## config.mk

```make
export PLATFORM = sky130hd
export DESIGN_NAME = hv_bundler
export DESIGN_NICKNAME = d
export VERILOG_FILES = /design/src/design/hdc_types_pkg.sv /design/src/design/bundle_ctrl_pkg.sv /design/src/design/bundle_ctrl_if.sv /design/src/design/bundle_ctrl.sv /design/src/design/vote_counter.sv /design/src/design/sign_collector.sv /design/src/design/hv_bundler.sv
export VERILOG_INCLUDE_DIRS = /design/src /design/src/design
export SDC_FILE = /design/constraint.sdc
export NUM_CORES = 2
export LEC_CHECK = 0
export ABC_AREA = 0
export BUFFER_PORTS_ARGS = -buffer_cell sky130_fd_sc_hd__buf_2
export CAP_MARGIN = 30
export CORE_MARGIN = 8
export CORE_UTILIZATION = 57
export DETAILED_ROUTE_END_ITERATION = 16
export PLACE_DENSITY = 0.88
export SYNTH_ARGS = -nofsm -noshare
export SYNTH_HDL_FRONTEND = slang
export SYNTH_SLANG_ARGS = --single-unit
```

## constraint.sdc

```tcl
create_clock -name clk -period 11.09 [get_ports clk]
set_clock_uncertainty 0.2 [all_clocks]
set_input_delay 2.218 -clock clk [delete_from_list [all_inputs] [get_ports clk]]
set_output_delay 2.218 -clock clk [all_outputs]
set_load 0.02 [all_outputs]
```

## src/design/bnd_consts.svh

```systemverilog
`ifndef BND_CONSTS_SVH
`define BND_CONSTS_SVH

// dimensions per hypervector, one counter each
`define BND_HV_DIM 16

// items carried per beat, one bit per item
`define BND_VOTE_W 32

// signed accumulator width, covers +/-256
`define BND_ACC_W 10

// largest item count per run
`define BND_MAX_ITEMS 255

// tie-break generator, value after reset and Galois feedback mask
`define BND_LFSR_SEED 16'hACE1
`define BND_LFSR_TAPS 16'hB400

`endif

```

## src/design/hdc_types_pkg.sv

```systemverilog
`include "bnd_consts.svh"

package hdc_types_pkg;

    // one bit per dimension
    typedef logic [`BND_HV_DIM-1:0] hv_t;

    // bit k is item k's bit for one dimension
    typedef logic [`BND_VOTE_W-1:0] vote_word_t;

    // +1, -1 or 0 for a masked item
    typedef logic signed [1:0] vote_t;

    // running signed count of one dimension
    typedef logic signed [`BND_ACC_W-1:0] acc_t;

    // one vote word per dimension, bit-sliced beat
    typedef vote_word_t [`BND_HV_DIM-1:0] vote_bus_t;

endpackage

```

## src/design/bundle_ctrl_pkg.sv

```systemverilog
`include "bnd_consts.svh"

package bundle_ctrl_pkg;

    typedef enum logic [1:0] {
        IDLE,
        ACCUM,
        FINISH
    } ctrl_state_t;

    typedef logic [$clog2(`BND_MAX_ITEMS + 1)-1:0] item_count_t;

    // 0 means the whole last word is valid
    typedef logic [$clog2(`BND_VOTE_W)-1:0] remainder_t;

endpackage

```

## src/design/bundle_ctrl_if.sv

```systemverilog
`timescale 1ns/10ps

interface bundle_ctrl_if (
    input logic clk
);
    import hdc_types_pkg::*;
    import bundle_ctrl_pkg::*;

    // start of run, with parity and tie vector
    logic       init;
    logic       even;
    hv_t        tie;

    // one pulse per accepted beat
    logic       update;
    logic       last;
    remainder_t remainder;

    modport bundle_ctrl (
        input  clk,
        output init, even, tie, update, last, remainder
    );

    modport counter (
        input clk,
        input init, even, tie, update, last, remainder
    );

endinterface

```

## src/design/bundle_ctrl.sv

```systemverilog
`timescale 1ns/10ps
`include "bnd_consts.svh"

module bundle_ctrl (
    input  logic                         clk,
    input  logic                         rst,
    input  logic                         start,
    input  bundle_ctrl_pkg::item_count_t item_count,
    input  logic                         vote_valid,
    output logic                         busy,
    output logic                         capture,
    bundle_ctrl_if.bundle_ctrl           ctl
);
    import hdc_types_pkg::*;
    import bundle_ctrl_pkg::*;

    localparam int SHIFT  = $clog2(`BND_VOTE_W);
    localparam int CNT_W  = $bits(item_count_t) + 1;
    localparam int BEAT_W = $clog2(`BND_MAX_ITEMS / `BND_VOTE_W + 2);

    ctrl_state_t       state;
    logic [BEAT_W-1:0] beats_left;
    logic [BEAT_W-1:0] beats_load;
    logic [CNT_W-1:0]  count_round;
    remainder_t        rem_q;
    hv_t               lfsr;
    hv_t               lfsr_next;
    logic              accept;
    logic              update;
    logic              last;

    // a run needs at least one item
    assign accept = (state == IDLE) && start && (item_count != '0);

    // beats per run, rounded up to whole vote words
    assign count_round = {1'b0, item_count} + CNT_W'(`BND_VOTE_W - 1);
    assign beats_load  = BEAT_W'(count_round >> SHIFT);

    // right-shifting Galois step
    assign lfsr_next = (lfsr >> 1) ^ ({$bits(hv_t){lfsr[0]}} & `BND_LFSR_TAPS);

    assign update = (state == ACCUM) && vote_valid;
    assign last   = update && (beats_left == BEAT_W'(1));

    // counters load their bias on the accepting edge
    assign ctl.init      = accept;
    assign ctl.even      = ~item_count[0];
    assign ctl.tie       = lfsr_next;
    assign ctl.update    = update;
    assign ctl.last      = last;
    assign ctl.remainder = rem_q;

    assign busy    = (state != IDLE);
    assign capture = (state == FINISH);

    always_ff @(posedge clk) begin
        if (rst) begin
            state      <= IDLE;
            beats_left <= '0;
            rem_q      <= '0;
            lfsr       <= `BND_LFSR_SEED;
        end else begin
            case (state)
                IDLE: begin
                    if (accept) begin
                        state      <= ACCUM;
                        beats_left <= beats_load;
                        rem_q      <= remainder_t'(item_count);
                        // one step per accepted start
                        lfsr       <= lfsr_next;
                    end
                end
                ACCUM: begin
                    if (update) begin
                        beats_left <= beats_left - BEAT_W'(1);
                        if (last) begin
                            state <= FINISH;
                        end
                    end
                end
                FINISH: begin
                    // collector latches the signs on this edge
                    state <= IDLE;
                end
                default: begin
                    state <= IDLE;
                end
            endcase
        end
    end

endmodule

```

## src/design/vote_counter.sv

```systemverilog
`timescale 1ns/10ps
`include "bnd_consts.svh"

module vote_counter (
    input  logic                      clk,
    input  logic                      rst,
    bundle_ctrl_if.counter            ctl,
    input  logic                      tie_bit,
    input  hdc_types_pkg::vote_word_t votes,
    output logic                      sign
);
    import hdc_types_pkg::*;

    localparam vote_t VOTE_UP   = 2'sb01;
    localparam vote_t VOTE_DOWN = 2'sb11;
    localparam vote_t VOTE_NONE = 2'sb00;
    localparam acc_t  BIAS_UP   = acc_t'(1);
    localparam acc_t  BIAS_DOWN = acc_t'(-1);

    vote_t sel [`BND_VOTE_W];
    acc_t  beat_sum;
    acc_t  bias;
    acc_t  acc;

    // per-item vote, masked above the remainder on the last beat
    always_comb begin
        for (int k = 0; k < `BND_VOTE_W; k++) begin
            if (ctl.last && (ctl.remainder != '0) && (k >= int'(ctl.remainder))) begin
                sel[k] = VOTE_NONE;
            end else begin
                sel[k] = votes[k] ? VOTE_UP : VOTE_DOWN;
            end
        end
    end

    // adder tree left to synthesis
    always_comb begin
        beat_sum = '0;
        for (int k = 0; k < `BND_VOTE_W; k++) begin
            beat_sum = beat_sum + acc_t'(sel[k]);
        end
    end

    // even count starts off zero so the total can never tie
    assign bias = ctl.even ? (tie_bit ? BIAS_DOWN : BIAS_UP) : '0;

    always_ff @(posedge clk) begin
        if (rst) begin
            acc <= '0;
        end else if (ctl.init) begin
            acc <= bias;
        end else if (ctl.update) begin
            acc <= acc + beat_sum;
        end
    end

    // negative count means the 0 votes won
    assign sign = acc[`BND_ACC_W-1];

endmodule

```

## src/design/sign_collector.sv

```systemverilog
`timescale 1ns/10ps

module sign_collector (
    input  logic                clk,
    input  logic                rst,
    input  logic                capture,
    input  hdc_types_pkg::hv_t  signs,
    output hdc_types_pkg::hv_t  hv_out,
    output logic                done
);
    import hdc_types_pkg::*;

    hv_t majority;

    // a clear sign bit means the 1 votes won
    assign majority = ~signs;

    always_ff @(posedge clk) begin
        if (rst) begin
            hv_out <= '0;
            done   <= 1'b0;
        end else begin
            done <= capture;
            if (capture) begin
                hv_out <= majority;
            end
        end
    end

endmodule

```

## src/design/hv_bundler.sv

```systemverilog
`timescale 1ns/10ps
`include "bnd_consts.svh"

module hv_bundler (
    input  logic                         clk,
    input  logic                         rst,
    input  logic                         start,
    input  bundle_ctrl_pkg::item_count_t item_count,
    input  logic                         vote_valid,
    input  hdc_types_pkg::vote_bus_t     votes,
    output logic                         busy,
    output logic                         done,
    output hdc_types_pkg::hv_t           hv_out
);
    import hdc_types_pkg::*;

    hv_t  signs;
    logic capture;

    // strobes shared by every counter
    bundle_ctrl_if ctl_if (
        .clk (clk)
    );

    bundle_ctrl ctrl_i (
        .clk        (clk),
        .rst        (rst),
        .start      (start),
        .item_count (item_count),
        .vote_valid (vote_valid),
        .busy       (busy),
        .capture    (capture),
        .ctl        (ctl_if)
    );

    // one counter per dimension, each with its own tie bit
    for (genvar d = 0; d < `BND_HV_DIM; d++) begin : g_dim
        vote_counter counter_i (
            .clk     (clk),
            .rst     (rst),
            .ctl     (ctl_if),
            .tie_bit (ctl_if.tie[d]),
            .votes   (votes[d]),
            .sign    (signs[d])
        );
    end

    sign_collector collect_i (
        .clk     (clk),
        .rst     (rst),
        .capture (capture),
        .signs   (signs),
        .hv_out  (hv_out),
        .done    (done)
    );

endmodule

```

==> run metrics <==
number of nets in the layout 8,923; unrepaired setup endpoints after global routing true; critical path class in2reg; grt ovf 0; clk buf depth 3; Final Hold Vio Count 0; CTS sink cnt ~200; CP Launch Type input port; # DRC 0; cts hold-fix bufs 0; most common cell after layout, fill and taps aside fa_1; post-detail-place hpwl 166,000 um; FILL cells just under 8,000; TNS Setup 0 ps; Post-CTS Setup Bufs 0; Post-Synth Adder-Cell Area 0.641; layout cells sized above 1 0.137; #FFs+latches synth 204; first-pass GRT wire length just over 300,000 um; Critical Path Sink g_dim[3].counter_i.acc[9]; CP max FO 6; library cells used by synthesis between 50 and 60; chip width around 340 um; top post-synthesis cells by area fa_1 56%, inv_1 9.7%, ha_1 7.6%, dfxtp_1 7.0%, nor2_1 4.8%; Worst R2R Start ctrl_i.ctl.remainder[2]; Critical Path AT about 11,000 ps; met1 wire length ~67,000 um; status finished, final reports clean; initial drt markers ~3,600; worst slew pin tran between 1000 and 1500 ps; Syn Nets between 8,000 and 9,000; Top FF cell, synth dfxtp_1; Worst Hold Class reg2reg; final wirelength between 200,000 and 250,000 um; max layer used met5; Worst Path Required approximately 11,000 ps; die footprint approximately 0.11 sq mm; post-synthesis sequential area ratio 0.0695; vias post-DR ~44,000; post-synthesis compound-gate area fraction 0.0452; Post-Syn Area per Cell 10.3 sq um; largest family of logic cells by synthesized area adder cells; worst reg-to-reg path cell count 27; CP max-delay cell fa_1; Setup crit start vote_valid; pre-CTS setup slack -203 ps; Tmin final ~11,000 ps; critical path's most frequent cell fa_1; initial antenna violation count 13; WL/cell 25.7 um; final worst path period share 0.976; Starting Density 0.576; mux cell area share after synthesis 0; Worst slew margin 0.304; Final ANT Viol Nets 0; number of global-route vias before repair around 50,000; RR Endpoint g_dim[3].counter_i.acc[9]; worst-skew pair later-pin latency a little over 600 ps; vias per inst about 5.6; TritonCTS clock tree yes; P&R area growth vs syn 11.9%; total CTS buffers 29; largest net degree at the start of global routing 80; Reg clk slew, reported paths around 60 ps; Slew Limit Fails 0; synth warn 0; GP Congestion 1.00; Root Driver clkbuf_16; cell taking the most area after synthesis fa_1; Simple-Gate Fraction of Synth Area 0.0784; input/output buffers about 540; async set-reset flop share out of synthesis 0; number of max-cap violations 0; Fmax slightly above 0.09 GHz; I/O pin cnt between 500 and 600; # rows 117; most frequent cells in the layout 1,653 x fa_1, 1,507 x inv_1, 750 x nor2_1, 540 x buf_2, 356 x ha_1; Mapped Cells about 5,700; final setup fails 0; Post-synth EDFFs 0; Total Routing Usage GR 0.361; met2 WL between 80,000 and 90,000 um; Yosys top cell area share 0.565; Layout Utilization 0.645; Min Hold Slack 269 ps; Setup crit end kind register; die height between 300 and 400 um; Core Area between 0.1 and 0.15 sq mm; H-tree depth 1; Synth Cell Area 0.0588 sq mm; metal3 WL about 28,000 um; fin worst setup slack 264 ps; post-synthesis xor/xnor area fraction 0.0589; CTS resizes 0; R2R Setup Slk 1450 ps; first-pass detailed-route iteration total 6; biggest cell delay along the critical path between 600 and 700 ps
layer usage:
layer / vias up / GRT usage
li1: 18000 / -
met1: 22000 / 0.428
met2: 2788 / 0.554
met3: 732 / 0.143
met4: 8 / 0.224
met5: - / 0
critical path: cells and delay by family:
family,cells,cell delay [ps]
AOI/OAI and AO/OA,3,670
and+or+nand+nor,8,1800
xor gates and xnor gates,1,160
buffers and inverters,6,660
adders and majority gates,12,5600
synth_stat cells (all sizes together), types with 19 or more instances:
| library cell | count |
|---|---|
| ha | 359 |
| nor2b | 20 |
| a211oi | 35 |
| nor2 | 752 |
| xnor3 | 32 |
| inv | 1515 |
| nand2 | 72 |
| xnor2 | 245 |
| fa | 1658 |
| a21o | 37 |
| clkbuf | 67 |
| nor3 | 163 |
| a31oi | 19 |
| buf | 64 |
| o21ai | 58 |
| xor2 | 68 |
| a21oi | 218 |
| nand2b | 35 |
| o21a | 19 |
| dfxtp | 204 |
flip-flops by register name (all words and copies together), names as in the netlist:
register and flops:
g_dim.counter_i.acc 160, collect_i.hv_out 16, ctrl_i.lfsr 16, ctrl_i.ctl.remainder 5, collect_i.done 1, ctrl_i.state 2, ctrl_i.beats_left 4
cell families after synthesis:
kind of cell               after synthesis
and+or+nand+nor                       1084
buffers and inverters                 1647
AOI/OAI and AO/OA                      422
other                                    1
xor gates and xnor gates               345
adders and majority gates             2017
DFF                                    204
how the worst min path moves through the flow:
stage | from | cells past startpoint | slack (ps) | end
2_1_floorplan | ctrl_i.beats_left[1] | 2 | 250 | ctrl_i.beats_left[1]
3_3_place_gp | ctrl_i.lfsr[14] | 2 | 260 | ctrl_i.lfsr[14]
3_5_place_dp | ctrl_i.lfsr[14] | 2 | 260 | ctrl_i.lfsr[14]
4_1_cts | ctrl_i.lfsr[14] | 2 | 270 | ctrl_i.lfsr[14]
5_1_grt | ctrl_i.beats_left[1] | 2 | 290 | ctrl_i.beats_left[1]
6_report | ctrl_i.lfsr[14] | 2 | 270 | ctrl_i.lfsr[14]
per-stage QoR:
step                cell area, sq um  std cells
finish                         65800       7773
global route                   65800       7769
CTS                            65700       7767
detailed placement             64800       7718
global placement               64700       7711
floorplan                      58800       5720
area by class of cell:
class	count	area, sq um	area share
multi-input combinational	3869	48600	0.739
inverter	1516	5690	0.0865
timing repair buffer	762	4740	0.0720
sequential	204	4080	0.0621
tap	1368	1710	0.0260
clock buffer	38	779	0.0119
clock inverter	11	140	0.00213
antenna	5	12.5	0.000190
Power is not shown: default switching activity piles up to over one toggle a cycle in this logic, so the estimate is an artifact.
